===== config.mk =====
export PLATFORM = sky130hd
export DESIGN_NAME = bmc_top
export DESIGN_NICKNAME = d
export VERILOG_FILES = /design/src/bmc_pkg.sv /design/src/bmc_top.sv /design/src/bus_response.sv /design/src/bus_execute.sv /design/src/irq_controller.sv /design/src/sys_config_regs.sv /design/src/bus_decode.sv
export SDC_FILE = /design/constraint.sdc
export NUM_CORES = 1
export LEC_CHECK = 0
export ABC_CLOCK_PERIOD_IN_PS = 3900
export CORE_UTILIZATION = 38
export CTS_CLUSTER_SIZE = 30
export DETAILED_ROUTE_END_ITERATION = 10
export DONT_BUFFER_PORTS = 1
export GPL_ROUTABILITY_DRIVEN = 0
export PLACE_DENSITY = 0.63
export SETUP_SLACK_MARGIN = 0.5
export SYNTH_ARGS = -nofsm -noshare
export SYNTH_HDL_FRONTEND = slang
export SYNTH_SLANG_ARGS = --single-unit

===== constraint.sdc =====
create_clock -name gclk40 -period 3.9 [get_ports gclk40]
set_input_delay 0.585 -clock gclk40 [delete_from_list [all_inputs] [get_ports gclk40]]
set_output_delay 0.585 -clock gclk40 [all_outputs]
set_load 0.01 [all_outputs]

===== src/bmc_pkg.sv =====
package bmc_pkg;

  localparam int DATA_W = 16;
  localparam int ADDR_W = 16;

  // Address map, each slave occupies BASE up to BASE + REGS - 1
  localparam logic [ADDR_W-1:0] SYSCONF_BASE = 16'h0000;
  localparam int                SYSCONF_REGS = 4;
  localparam logic [ADDR_W-1:0] IRQ_BASE     = 16'h0100;
  localparam int                IRQ_REGS     = 2;

  localparam logic [1:0] SC_BOARD_ID = 2'd0;
  localparam logic [1:0] SC_REVISION = 2'd1;
  localparam logic [1:0] SC_CONFIG   = 2'd2;
  localparam logic [1:0] SC_SCRATCH  = 2'd3;
  localparam logic [1:0] IRQ_STATUS  = 2'd0;
  localparam logic [1:0] IRQ_MASK    = 2'd1;

  typedef enum logic [1:0] {TGT_SYSCONF, TGT_IRQ, TGT_NONE} target_e;

  typedef enum logic [3:0] {FAULT_NONE, FAULT_UNMAPPED, FAULT_RO_WRITE} fault_cause_e;

  typedef struct packed {
    logic              we;
    logic [ADDR_W-1:0] addr;
    logic [DATA_W-1:0] wdata;
  } bus_cmd_t;

  typedef struct packed {
    bus_cmd_t   cmd;
    target_e    target;
    logic [1:0] reg_idx;
  } dec_cmd_t;

  typedef struct packed {
    fault_cause_e cause;
    logic [11:0]  addr_lo; // Low address bits of the failing access
  } fault_rec_t;

  // Read data on success, fault record when the error flag is set
  typedef union packed {
    logic [DATA_W-1:0] read_data;
    fault_rec_t        fault;
  } rsp_word_u;

  typedef struct packed {
    logic      err;
    rsp_word_u word;
  } slave_rsp_t;

  typedef struct packed {
    logic      err;
    rsp_word_u word;
  } bus_rsp_t;

endpackage

===== src/bmc_top.sv =====
`timescale 1ns/1ps

module bmc_top #(
  parameter logic [15:0] BOARD_ID        = 16'h0000,
  parameter logic [7:0]  REV_MAJOR       = 8'd0,
  parameter logic [7:0]  REV_MINOR       = 8'd0,
  parameter int          NUM_IRQ_SOURCES = 4
) (
  input  logic                       gclk40,
  input  logic                       hard_reset,
  input  logic                       cmd_valid_i,
  output logic                       cmd_ready_o,
  input  bmc_pkg::bus_cmd_t          cmd_i,
  output logic                       rsp_valid_o,
  input  logic                       rsp_ready_i,
  output bmc_pkg::bus_rsp_t          rsp_o,
  input  logic [NUM_IRQ_SOURCES-1:0] irq_src_i,
  output logic                       irq_o,
  output logic [7:0]                 sys_config_o
);
  import bmc_pkg::*;

  logic       dec_valid;
  logic       dec_ready;
  dec_cmd_t   dec_cmd;
  logic       exe_valid;
  logic       exe_ready;
  slave_rsp_t exe_rsp;

  bus_decode bus_decode_inst (
    .gclk40      (gclk40),
    .hard_reset  (hard_reset),
    .cmd_valid_i (cmd_valid_i),
    .cmd_ready_o (cmd_ready_o),
    .cmd_i       (cmd_i),
    .dec_valid_o (dec_valid),
    .dec_ready_i (dec_ready),
    .dec_cmd_o   (dec_cmd)
  );

  bus_execute #(
    .BOARD_ID        (BOARD_ID),
    .REV_MAJOR       (REV_MAJOR),
    .REV_MINOR       (REV_MINOR),
    .NUM_IRQ_SOURCES (NUM_IRQ_SOURCES)
  ) bus_execute_inst (
    .gclk40       (gclk40),
    .hard_reset   (hard_reset),
    .dec_valid_i  (dec_valid),
    .dec_ready_o  (dec_ready),
    .dec_cmd_i    (dec_cmd),
    .exe_valid_o  (exe_valid),
    .exe_ready_i  (exe_ready),
    .exe_rsp_o    (exe_rsp),
    .irq_src_i    (irq_src_i),
    .irq_o        (irq_o),
    .sys_config_o (sys_config_o)
  );

  bus_response bus_response_inst (
    .gclk40      (gclk40),
    .hard_reset  (hard_reset),
    .exe_valid_i (exe_valid),
    .exe_ready_o (exe_ready),
    .exe_rsp_i   (exe_rsp),
    .rsp_valid_o (rsp_valid_o),
    .rsp_ready_i (rsp_ready_i),
    .rsp_o       (rsp_o)
  );

endmodule


===== src/bus_response.sv =====
`timescale 1ns/1ps

module bus_response (
  input  logic                gclk40,
  input  logic                hard_reset,
  input  logic                exe_valid_i,
  output logic                exe_ready_o,
  input  bmc_pkg::slave_rsp_t exe_rsp_i,
  output logic                rsp_valid_o,
  input  logic                rsp_ready_i,
  output bmc_pkg::bus_rsp_t   rsp_o
);
  import bmc_pkg::*;

  logic     rsp_valid_q;
  bus_rsp_t rsp_q;

  // Holds the current word while the master stalls
  assign exe_ready_o = !rsp_valid_q || rsp_ready_i;

  always_ff @(posedge gclk40) begin
    if (!hard_reset) begin
      rsp_valid_q <= 1'b0;
    end else if (exe_ready_o) begin
      rsp_valid_q <= exe_valid_i;
    end
  end

  always_ff @(posedge gclk40) begin
    if (exe_valid_i && exe_ready_o) begin
      rsp_q.err  <= exe_rsp_i.err;
      rsp_q.word <= exe_rsp_i.word; // Union passes through unchanged
    end
  end

  assign rsp_valid_o = rsp_valid_q;
  assign rsp_o       = rsp_q;

endmodule


===== src/bus_execute.sv =====
`timescale 1ns/1ps

module bus_execute #(
  parameter logic [15:0] BOARD_ID        = 16'h0000,
  parameter logic [7:0]  REV_MAJOR       = 8'd0,
  parameter logic [7:0]  REV_MINOR       = 8'd0,
  parameter int          NUM_IRQ_SOURCES = 4
) (
  input  logic                       gclk40,
  input  logic                       hard_reset,
  input  logic                       dec_valid_i,
  output logic                       dec_ready_o,
  input  bmc_pkg::dec_cmd_t          dec_cmd_i,
  output logic                       exe_valid_o,
  input  logic                       exe_ready_i,
  output bmc_pkg::slave_rsp_t        exe_rsp_o,
  input  logic [NUM_IRQ_SOURCES-1:0] irq_src_i,
  output logic                       irq_o,
  output logic [7:0]                 sys_config_o
);
  import bmc_pkg::*;

  logic       exe_valid_q;
  slave_rsp_t exe_rsp_q;
  slave_rsp_t exe_nxt;
  slave_rsp_t sc_rsp;
  slave_rsp_t irq_rsp;
  logic       accept;

  assign dec_ready_o = !exe_valid_q || exe_ready_i;
  assign accept      = dec_valid_i && dec_ready_o;

  sys_config_regs #(
    .BOARD_ID  (BOARD_ID),
    .REV_MAJOR (REV_MAJOR),
    .REV_MINOR (REV_MINOR)
  ) sys_config_regs_inst (
    .gclk40       (gclk40),
    .hard_reset   (hard_reset),
    .access_i     (accept && dec_cmd_i.target == TGT_SYSCONF),
    .cmd_i        (dec_cmd_i),
    .rsp_o        (sc_rsp),
    .sys_config_o (sys_config_o)
  );

  irq_controller #(
    .NUM_IRQ_SOURCES (NUM_IRQ_SOURCES)
  ) irq_controller_inst (
    .gclk40     (gclk40),
    .hard_reset (hard_reset),
    .access_i   (accept && dec_cmd_i.target == TGT_IRQ),
    .cmd_i      (dec_cmd_i),
    .rsp_o      (irq_rsp),
    .irq_src_i  (irq_src_i),
    .irq_o      (irq_o)
  );

  always_comb begin
    exe_nxt = '0;
    case (dec_cmd_i.target)
      TGT_SYSCONF: exe_nxt = sc_rsp;
      TGT_IRQ:     exe_nxt = irq_rsp;
      default: begin // No slave claimed the address
        exe_nxt.err                = 1'b1;
        exe_nxt.word.fault.cause   = FAULT_UNMAPPED;
        exe_nxt.word.fault.addr_lo = dec_cmd_i.cmd.addr[11:0];
      end
    endcase
  end

  always_ff @(posedge gclk40) begin
    if (!hard_reset) begin
      exe_valid_q <= 1'b0;
    end else if (dec_ready_o) begin
      exe_valid_q <= dec_valid_i;
    end
  end

  always_ff @(posedge gclk40) begin
    if (accept) begin
      exe_rsp_q <= exe_nxt;
    end
  end

  assign exe_valid_o = exe_valid_q;
  assign exe_rsp_o   = exe_rsp_q;

endmodule


===== src/irq_controller.sv =====
`timescale 1ns/1ps

module irq_controller #(
  parameter int NUM_IRQ_SOURCES = 4
) (
  input  logic                       gclk40,
  input  logic                       hard_reset,
  input  logic                       access_i,
  input  bmc_pkg::dec_cmd_t          cmd_i,
  output bmc_pkg::slave_rsp_t        rsp_o,
  input  logic [NUM_IRQ_SOURCES-1:0] irq_src_i,
  output logic                       irq_o
);
  import bmc_pkg::*;

  logic [NUM_IRQ_SOURCES-1:0] status_q;
  logic [NUM_IRQ_SOURCES-1:0] mask_q;
  logic [NUM_IRQ_SOURCES-1:0] status_nxt;
  logic [NUM_IRQ_SOURCES-1:0] mask_nxt;
  logic                       irq_q;
  logic                       wr_en;

  assign wr_en = access_i && cmd_i.cmd.we;

  always_comb begin
    status_nxt = status_q;
    mask_nxt   = mask_q;
    if (wr_en && cmd_i.reg_idx == IRQ_STATUS) begin
      status_nxt = status_q & ~cmd_i.cmd.wdata[NUM_IRQ_SOURCES-1:0]; // Write one to clear
    end
    if (wr_en && cmd_i.reg_idx == IRQ_MASK) begin
      mask_nxt = cmd_i.cmd.wdata[NUM_IRQ_SOURCES-1:0];
    end
    // A source that is still high wins over a clear in the same cycle
    status_nxt = status_nxt | irq_src_i;
  end

  always_ff @(posedge gclk40) begin
    if (!hard_reset) begin
      status_q <= '0;
      mask_q   <= '0;
      irq_q    <= 1'b0;
    end else begin
      status_q <= status_nxt;
      mask_q   <= mask_nxt;
      irq_q    <= |(status_nxt & mask_nxt);
    end
  end

  always_comb begin
    rsp_o = '0;
    if (!cmd_i.cmd.we) begin
      if (cmd_i.reg_idx == IRQ_MASK) begin
        rsp_o.word.read_data = DATA_W'(mask_q);
      end else begin
        rsp_o.word.read_data = DATA_W'(status_q);
      end
    end
  end

  assign irq_o = irq_q;

endmodule


===== src/sys_config_regs.sv =====
`timescale 1ns/1ps

module sys_config_regs #(
  parameter logic [15:0] BOARD_ID  = 16'h0000,
  parameter logic [7:0]  REV_MAJOR = 8'd0,
  parameter logic [7:0]  REV_MINOR = 8'd0
) (
  input  logic                gclk40,
  input  logic                hard_reset,
  input  logic                access_i,
  input  bmc_pkg::dec_cmd_t   cmd_i,
  output bmc_pkg::slave_rsp_t rsp_o,
  output logic [7:0]          sys_config_o
);
  import bmc_pkg::*;

  logic [7:0]        config_q;
  logic [DATA_W-1:0] scratch_q;
  logic              ro_reg;
  logic              wr_en;

  // Identity and revision are fixed at build time
  assign ro_reg = cmd_i.reg_idx == SC_BOARD_ID || cmd_i.reg_idx == SC_REVISION;
  assign wr_en  = access_i && cmd_i.cmd.we && !ro_reg;

  always_ff @(posedge gclk40) begin
    if (!hard_reset) begin
      config_q  <= '0;
      scratch_q <= '0;
    end else if (wr_en) begin
      if (cmd_i.reg_idx == SC_CONFIG) begin
        config_q <= cmd_i.cmd.wdata[7:0];
      end
      if (cmd_i.reg_idx == SC_SCRATCH) begin
        scratch_q <= cmd_i.cmd.wdata;
      end
    end
  end

  always_comb begin
    rsp_o = '0;
    if (cmd_i.cmd.we) begin
      if (ro_reg) begin
        rsp_o.err                = 1'b1;
        rsp_o.word.fault.cause   = FAULT_RO_WRITE;
        rsp_o.word.fault.addr_lo = cmd_i.cmd.addr[11:0];
      end
    end else begin
      case (cmd_i.reg_idx)
        SC_BOARD_ID: rsp_o.word.read_data = BOARD_ID;
        SC_REVISION: rsp_o.word.read_data = {REV_MAJOR, REV_MINOR};
        SC_CONFIG:   rsp_o.word.read_data = {8'h00, config_q};
        default:     rsp_o.word.read_data = scratch_q;
      endcase
    end
  end

  assign sys_config_o = config_q; // Drives board pins

endmodule


===== src/bus_decode.sv =====
`timescale 1ns/1ps

module bus_decode (
  input  logic              gclk40,
  input  logic              hard_reset,
  input  logic              cmd_valid_i,
  output logic              cmd_ready_o,
  input  bmc_pkg::bus_cmd_t cmd_i,
  output logic              dec_valid_o,
  input  logic              dec_ready_i,
  output bmc_pkg::dec_cmd_t dec_cmd_o
);
  import bmc_pkg::*;

  localparam logic [ADDR_W-1:0] SYSCONF_HIGH = SYSCONF_BASE + ADDR_W'(SYSCONF_REGS - 1);
  localparam logic [ADDR_W-1:0] IRQ_HIGH     = IRQ_BASE + ADDR_W'(IRQ_REGS - 1);

  logic              dec_valid_q;
  dec_cmd_t          dec_cmd_q;
  target_e           target;
  logic [ADDR_W-1:0] offset;

  // Base and high limit compare per slave
  always_comb begin
    target = TGT_NONE;
    offset = '0;
    if (cmd_i.addr >= SYSCONF_BASE && cmd_i.addr <= SYSCONF_HIGH) begin
      target = TGT_SYSCONF;
      offset = cmd_i.addr - SYSCONF_BASE;
    end else if (cmd_i.addr >= IRQ_BASE && cmd_i.addr <= IRQ_HIGH) begin
      target = TGT_IRQ;
      offset = cmd_i.addr - IRQ_BASE;
    end
  end

  // Stage refills in the same cycle it is emptied
  assign cmd_ready_o = !dec_valid_q || dec_ready_i;

  always_ff @(posedge gclk40) begin
    if (!hard_reset) begin
      dec_valid_q <= 1'b0;
    end else if (cmd_ready_o) begin
      dec_valid_q <= cmd_valid_i;
    end
  end

  always_ff @(posedge gclk40) begin
    if (cmd_valid_i && cmd_ready_o) begin
      dec_cmd_q.cmd     <= cmd_i;
      dec_cmd_q.target  <= target;
      dec_cmd_q.reg_idx <= offset[1:0]; // Both slaves fit in four registers
    end
  end

  assign dec_valid_o = dec_valid_q;
  assign dec_cmd_o   = dec_cmd_q;

endmodule


== Word level (Yosys, flattened, before mapping) ==
Cells that the tools add are included.
Widths: inputs -> output; s select.
Cells by class
  add/subtract/negate cells: 1
  magnitude comparators: 4
  equal/unequal tests: 4
  multiplexer cells: 12
  bitwise gates (word level): 4
  reduce and logical (&&, ||, !) cells: 26
Operator list (count)
  $pmux 17 s2: 1
  $pmux 16 s2: 1
  $mux 17: 1
  $ge 16x1->1 const B: 1
  $ge 16x9->1 const B: 1
  $le 16x2->1 const B: 1
  $le 16x9->1 const B: 1
  $mux 16: 1
  $mux 4: 4
  $logic_and 1x1->1: 12
  $and 4x4->4: 2
  $mux 2: 3
  $eq 2x1->1 const B: 2
  $eq 2x2->1 const B: 2
  $logic_not 1->1: 4
  $logic_not 2->1: 2
  $logic_or 1x1->1: 4
  $not 4->4: 1
  $or 4x4->4: 1
  $reduce_and 2->1: 2
  $reduce_or 4->1: 1
  $reduce_or 2->1: 1
  $sub 2x1->2 const B: 1
  $mux 1: 1
Storage, ports and cells
  register bits: 103
  bits of input ports: 41
  output and inout port bits: 28
  word-level logic and storage cells: 68

== Depth between registers and ports, before layout ==
Gate-level depths: netlist of run 1.
  word-level depth: 11
  gate-level depth with buffers: 6
  depth with buffers taken out: 4

== Cells and area by module ==
A second synthesis of run 1 with hierarchy kept.
Second synthesis, totals
  cells, all modules: 340
  area total of the unflattened synthesis: 4488.1 um2
Modules (own cells, without submodules)
  bus_decode: instances 1, cells each 53, area each 1242.4 um2, sequential area each 1131.1 um2
  sys_config_regs: instances 1, cells each 128, area each 1222.4 um2, sequential area each 480.5 um2
  bus_execute: instances 1, cells each 75, area each 903.4 um2, sequential area each 530.5 um2
  bus_response: instances 1, cells each 22, area each 568.0 um2, sequential area each 530.5 um2
  irq_controller: instances 1, cells each 62, area each 551.8 um2, sequential area each 180.2 um2

== Worst setup path before layout of run 1 ==
Ideal clock, no wire load.
  kind: input to register
  start: input rsp_ready_i
  end: register bus_decode_inst.dec_cmd_q (netlist bit bus_decode_inst.dec_cmd_o[0]) (enable)
  setup time: 393 ps
  arrival time: 1871 ps
  data required time: 3507 ps
  path slack: 1636 ps
  stages on the path: 4
  buffers on the path: 1
  cell sequence: and3b_1 clkbuf_1 nand2_1 and2_1
Between the ends
  cells in the longest elaborated chain, start to end: 4
RTL lines
  start: declaration: line bmc_top.sv:15  | input logic rsp_ready_i,
  $logic_or 1x1->1: line bus_response.sv:19  | assign exe_ready_o = !rsp_valid_q || rsp_ready_i;
  $logic_or 1x1->1: line bus_execute.sv:30  | assign dec_ready_o = !exe_valid_q || exe_ready_i;
  $logic_or 1x1->1: line bus_decode.sv:37  | assign cmd_ready_o = !dec_valid_q || dec_ready_i;
  named net cmd_ready_o: line bmc_top.sv:12  | output logic cmd_ready_o,
  $logic_and 1x1->1: line bus_decode.sv:48  | if (cmd_valid_i && cmd_ready_o) begin
  end: declaration: line bus_decode.sv:19  | dec_cmd_t dec_cmd_q;
The timed path passes the listed nets, and every way through them passes these cells.
A chain may end at the register's enable or synchronous reset.

==> summary.md, run 1 <==
| Metric | Value |
|---|---|
| CTS tree | done |
| Initial antenna violation count | 0 |
| Synth Register Bits | 103 |
| Required time of the critical path | 4.13 ns |
| Pint | 1530 uW |
| Unrepaired setup endpoints after global routing | no |
| Max-slew headroom | 25.9% |
| Critical path peak fanout | 13 |
| Least-Margin Pin Slew | around 1.1 ns |
| Avg Cell Area, Syn | 14.7 sq um |
| Asr flop ratio synth | 0% |
| Final worst slack | between 1.5 and 2 ns |
| EDFF count, synth | 67 |
| Root Driver | clkbuf_8 |
| Num rows | 36 |
| Vias in the first global route | a little over 2,000 |
| Mux cell area share after synthesis | 7.17% |
| Clock buffer depth | 2 |
| Die area | 10,700 sq um |
| FF/Latch Area | around 2700 sq um |
| Die W | 103 um |
| Post-CTS sizing | 0 |
| Area growth, synth to finish | 7.27% |
| Fill cells | 873 |
| Synth warnings | 0 |
| Post-synthesis net count | 306 |
| Startpoint types | flip-flop |
| Switching share of power | roughly 22% |
| Core ar. | a little under 10,000 sq um |
| TritonCTS Sinks | 103 |
| Drt total wl | 7540 um |
| Placement Setup Slack | about 1.7 ns |
| Xor/xnor cell area share of the yosys netlist | 0% |
| Net Sw Power | between 400 and 500 uW |
| Multi-input logic area | 1050 sq um |
| ANT cells | 0 |
| Worst-path clk slew | about 0.09 ns |
| Largest family of logic cells by synthesized area | simple AND/OR/NAND/NOR gates |
| CTS HTree Levels | 3 |
| Setup TNS Final | 0 ns |
| Tmin final | approximately 2.1 ns |
| Avg WL per Cell | 18.7 um |
| Final instance area | around 4200 sq um |
| P_leak | 0.00157 uW |
| DP Area | 4010 sq um |
| Synth area leader | edfxtp_1 |
| Setup crit end kind | flip-flop |
| Global-route usage over all layers | 14.9% |
| Sequential share of power | 64.0% |
| Kind of critical path | reg -> reg |
| Period utilization | 52.8% |
| Worst Skew | around 0.0084 ns |
| Seq/Total Area, Yosys | 69.9% |
| Final net count | 306 |
| Status | finished, final reports clean |
| Final Util | between 40% and 50% |
| I/O pins | 69 |
| Post-synth top flop | edfxtp_1 |
| CP arrival | 2.29 ns |
| Hold slack | 0.313 ns |
| # hold bufs at CTS | 0 |
| Power Density | between 400 and 500 nW/um^2 |
| Post-DP HPWL | 5140 um |
| Synth area leaders | edfxtp_1 51%, dfxtp_1 18%, mux2i_1 7.2% |
| Clock power share | 32.4% |
| Max Cap Violations | 0 |
| Largest net degree at the start of global routing | 37 |
| Share of the synthesized area in the top cell type | 51.5% |
| Share of cells above drive strength 1 | 9.63% |
| Vias/cell | 5.31 |
| Post-Syn Area | 3910 sq um |
| Final-report max-slew violation count | 0 |
| CTS Buf Count | 9 |
| Post-Synth Adder-Cell Area | 0% |
| Routed Antenna Nets | 0 |
| Worst hold-check path type | in -> reg |
| Routed vias | about 2,100 |
| Fmax | 486 MHz |
| Iteration-0 DRC Markers | 146 |
| First-pass GRT wire length | 11,300 um |
| Final hold violation count | 0 |
| Drt drc | 0 |
| Worst VDD drop | 0.146 mV |
| Post-synth cell types | just over 40 |
| Post-CTS setup buffer count | 0 |
| Post-synthesis simple-gate area fraction | 11.0% |
| Compound-Gate Fraction of Synth Area | about 9% |
| Part of the power in combinational logic | under 10% |
| Setup violators final | 0 |
| Worst skew pair latency | 0.36 ns |
| Total gr overflow | 0 |
| I/O Buffers | 0 |
| Cell count after synthesis | 265 |
| Initial DRT Pass Iterations | 4 |
| Starting Density | 39.6% |
| Chip Height | 103 um |
layout make-up:
cell class / instances / share of cell area (%)
clock buffers: 14 / 4.12
clock inverters: 2 / 0.328
inverters: 10 / 0.896
multi-input cells: 139 / 25.1
flip-flops and latches: 103 / 65.2
well taps: 133 / 3.97
repair buffers: 2 / 0.358
critical path, cell delays in order (launching register included):
cell and delay (ns):
edfxtp_1 0.51, or2b_1 0.27, o21bai_1 0.83, a222oi_1 0.21
inv_1 0.10
cell usage in the layout, fill, tap and decap left out, types with 2 or more instances in the layout:
cell type and instances:
a222oi_1 4, nor4_1 2, a2bb2o_1 4, nand4_1 5, dfxtp_1 36, a22o_1 4
nand3b_1 2, clkbuf_1 2, mux2i_1 28, buf_4 2, a221o_1 4, and2_1 5
edfxtp_1 67, a21oi_1 5, a41oi_1 2, clkbuf_8 12, nor2b_1 4, a41oi_2 3
inv_1 9, o2bb2ai_1 4, nor2_1 40, nor3b_1 2, o31ai_1 4
synth_stat cells (2+ instances only):
cell type  number
buf_6           4
buf_2           4
edfxtp_1       67
a2bb2o_1        4
a21oi_1         5
nand4_1         5
mux2i_1        28
o31ai_1         4
nand3b_1        2
nor2_1         40
and2_1          5
inv_1           9
a221o_1         4
a41oi_2         3
clkbuf_1        5
o2bb2ai_1       4
a22o_1          4
a222oi_1        4
nor4_1          2
nor2b_1         4
nor3b_1         2
dfxtp_1        36
a41oi_1         2
power groups by stage:
stage,clock [uW],sequential (uW),combinational (uW)
final,631,1240,69.9
after global routing,684,1250,76.9
after CTS,645,1250,70.7
after detailed placement,0,1270,70.5
after global placement,0,1270,69.1
after floorplan,0,1260,62.2
final timing paths:
check | slack (ns) | depth (start not counted) | to | start
max | 1.84 | 4 | bus_execute_inst.exe_rsp_o[7] | bus_decode_inst.dec_cmd_o[36]
min | 0.31 | 0 | bus_decode_inst.dec_cmd_o[13] | cmd_i[9]
max reg2reg | 1.84 | 4 | bus_execute_inst.exe_rsp_o[7] | bus_decode_inst.dec_cmd_o[36]
min reg2reg | 0.42 | 0 | bus_response_inst.rsp_o[11] | bus_execute_inst.exe_rsp_o[11]
sequential cells by signal, indices dropped and copies added (netlist names):
signal / count
bus_decode_inst.dec_valid_o: 1
bus_execute_inst.exe_valid_o: 1
bus_response_inst.rsp_o: 17
bus_execute_inst.irq_controller_inst.status_q: 4
bus_execute_inst.sys_config_regs_inst.scratch_q: 16
bus_execute_inst.irq_controller_inst.mask_q: 4
bus_decode_inst.dec_cmd_o: 33
bus_execute_inst.irq_controller_inst.irq_o: 1
bus_execute_inst.exe_rsp_o: 17
bus_execute_inst.sys_config_regs_inst.sys_config_o: 8
bus_response_inst.rsp_valid_o: 1
metrics by stage:
step           total power, uW  cells
5_1_grt                   2010    403
2_1_floorplan             1320    265
3_5_place_dp              1340    387
6_report                  1950    403
3_3_place_gp              1340    387
4_1_cts                   1960    403
cells by family after synthesis:
logic type      Yosys count
compound gates           38
buf+inv                  23
flops                   103
mux                      28
simple gates             73
metal layers:
metal	vias to the layer above	wire length (um)	global-route usage, %
met5	-	0	0
met2	68	3570	22.7
met3	11	489	5.24
li1	1002	-	-
met4	0	146	7.37
met1	1058	3330	18.9
Power figures use the tool's default switching activity.
==> run 2, diff against run 1 <==
- ABC_CLOCK_PERIOD_IN_PS: 3900 -> 2050
- clock period: 3.9 -> 2.05 ns (I/O delays scaled with it)
==> summary.md, run 2 (synthesis results as in run 1) <==
| Metric | Value |
|---|---|
| Share of cells above drive strength 1 | 30.1% |
| Final hold violation count | 0 |
| Hold Path Origin | cmd_i[11] |
| Post-DP HPWL | 5200 um |
| Met3 usage | 5.24% |
| Critical path peak fanout | 7 |
| Final-report max-slew violation count | 0 |
| Setup violators final | 0 |
| Sequential share of power | approximately three fifths |
| Routed vias | 2,283 |
| Unrepaired setup endpoints after global routing | yes |
| P_leak | about 0.0018 uW |
| Total power | 4060 uW |
| Setup TNS Final | 0 ns |
| Critical R2R Launch | bus_decode_inst.dec_cmd_o[1] |
| Largest net degree at the start of global routing | 37 |
| ANT cells | 0 |
| Clock power share | 36.3% |
| First-pass GRT wire length | 13,000 um |
| Fill cells | 828 |
| DP Area | 4070 sq um |
| Initial DRT Pass Iterations | 4 |
| Kind of critical path | reg -> reg |
| Met2 Use GR | 27.6% |
| Final Instance Count excl. Fillers | 435 |
| CTS Buf Count | 9 |
| Pint | 3130 uW |
| Initial antenna violation count | 0 |
| Root Driver | clkbuf_8 |
| Core ar. | 9860 sq um |
| Switching share of power | 23.0% |
| Worst hold-check path type | in -> reg |
| CTS HTree Levels | 3 |
| Net Sw Power | 936 uW |
| Global-route usage over all layers | 17.3% |
| Final Util | approximately 48% |
| Routed Antenna Nets | 0 |
| I/O Buffers | 0 |
| Total gr overflow | 0 |
| Power Density | about 860 nW/um^2 |
| Met1 Track Usage GR | 21.7% |
| CTS tree | done |
| Vias in the first global route | 2,255 |
| Iteration-0 DRC Markers | 160 |
| Max Cap Violations | 0 |
| Period utilization | just over 80% |
| Critical path launch point | bus_decode_inst.dec_cmd_o[1] |
| Starting Density | 39.6% |
| TritonCTS Sinks | 103 |
| CP arrival | 1.92 ns |
| Worst-path clk slew | 0.11 ns |
| Max-slew headroom | 26.2% |
| GR peak layer | met2 |
| Chip Height | 103 um |
| Required time of the critical path | 2.28 ns |
| Least-Margin Pin Slew | 1.10 ns |
| Commonest non-fill, non-tap cells in the layout | 67 x edfxtp_1, 39 x nor2_1, 34 x dfxtp_1, 24 x mux2i_1, 20 x buf_4 |
| Most common cell after layout, fill and taps aside | edfxtp_1 |
| Die area | 10,700 sq um |
| Final instance area | 4730 sq um |
| Num rows | 36 |
| Startpoint types | flip-flop |
| Clock buffer depth | 2 |
| Max reg flops | 33 |
| Setup crit end kind | flip-flop |
| Die W | 103 um |
| Final net count | 338 |
| Drt drc | 0 |
| I/O pins | around 70 |
| Status | finished, final reports clean |
| Worst Skew | 0.0136 ns |
| Avg WL per Cell | 20.4 um |
| Tmin final | 1.69 ns |
| Inst Count DP | 391 |
| Part of the power in combinational logic | roughly 5.5% |
| Worst VDD drop | 0.314 mV |
| Area growth, synth to finish | 21.1% |
| Worst skew pair latency | 0.38 ns |
| Fmax | ~590 MHz |
| Drt total wl | between 8000 and 9000 um |
| Vias/cell | 5.25 |
[run 2: cell count changes in the layout (fill, tap and decap cells not counted), moves of 4 or more]
cell,delta
buf_4,+18
o2bb2ai_1,-4
o2bb2ai_2,+4
a2bb2o_1,-4
buf_6,+11
mux2i_1,-4
[run 2: timing repair]
action	4_1_cts	5_1_grt
pin swaps	22	8
endpoints found under the setup margin	76	44
gates resized for setup	30	20
setup buffers	19	5
hold endpoints to repair	0	1
hold buffers	0	1
cloned	2	1
[run 2: layout make-up]
| type | count | area [sq um] | share of cell area, % |
|---|---|---|---|
| tap | 133 | 166 | 3.52 |
| timing repair buffer | 33 | 304 | 6.42 |
| sequential | 103 | 2740 | 57.8 |
| clock buffer | 9 | 124 | 2.62 |
| multi-input combinational | 140 | 1250 | 26.5 |
| inverter | 10 | 37.5 | 0.793 |
| clock inverter | 7 | 114 | 2.41 |
[run 2: path summary, 6_finish.rpt]
check                                          endpoint  slack [ns]  cells after the start
max          bus_execute_inst.irq_controller_inst.irq_o        0.36                      5
min                       bus_decode_inst.dec_cmd_o[15]        0.02                      0
max reg2reg  bus_execute_inst.irq_controller_inst.irq_o        0.36                      5
min reg2reg                  bus_response_inst.rsp_o[8]        0.43                      0
[run 2: layer usage]
layer  share of wire (%)  up-vias
met5                   0        -
met4                 2.2        0
met3                 6.7       16
met2                  50       78
met1                  41     1128
li1                    -     1061
[run 2: power by group through the flow]
stage / Combinational, uW / Clock (uW) / Sequential, uW
2_1_floorplan: 124 / 0 / 2390
3_3_place_gp: 144 / 0 / 2410
3_5_place_dp: 146 / 0 / 2420
4_1_cts: 192 / 1490 / 2360
5_1_grt: 240 / 1580 / 2380
6_report: 224 / 1480 / 2360
[run 2: per-stage QoR]
step,setup WS (ns),hold WS (ns)
floorplan,0.513,0.400
global placement,0.245,0.404
detailed placement,0.213,0.405
CTS,0.438,0.00760
global route,0.287,0.00184
finish,0.359,0.0165
[run 2: critical path, cell delays in order (launching register included)]
cell	delay (ns)
edfxtp_1	0.50
buf_6	0.17
nand2b_4	0.20
o31ai_2	0.38
a2bb2o_4	0.19
a41oi_2	0.10
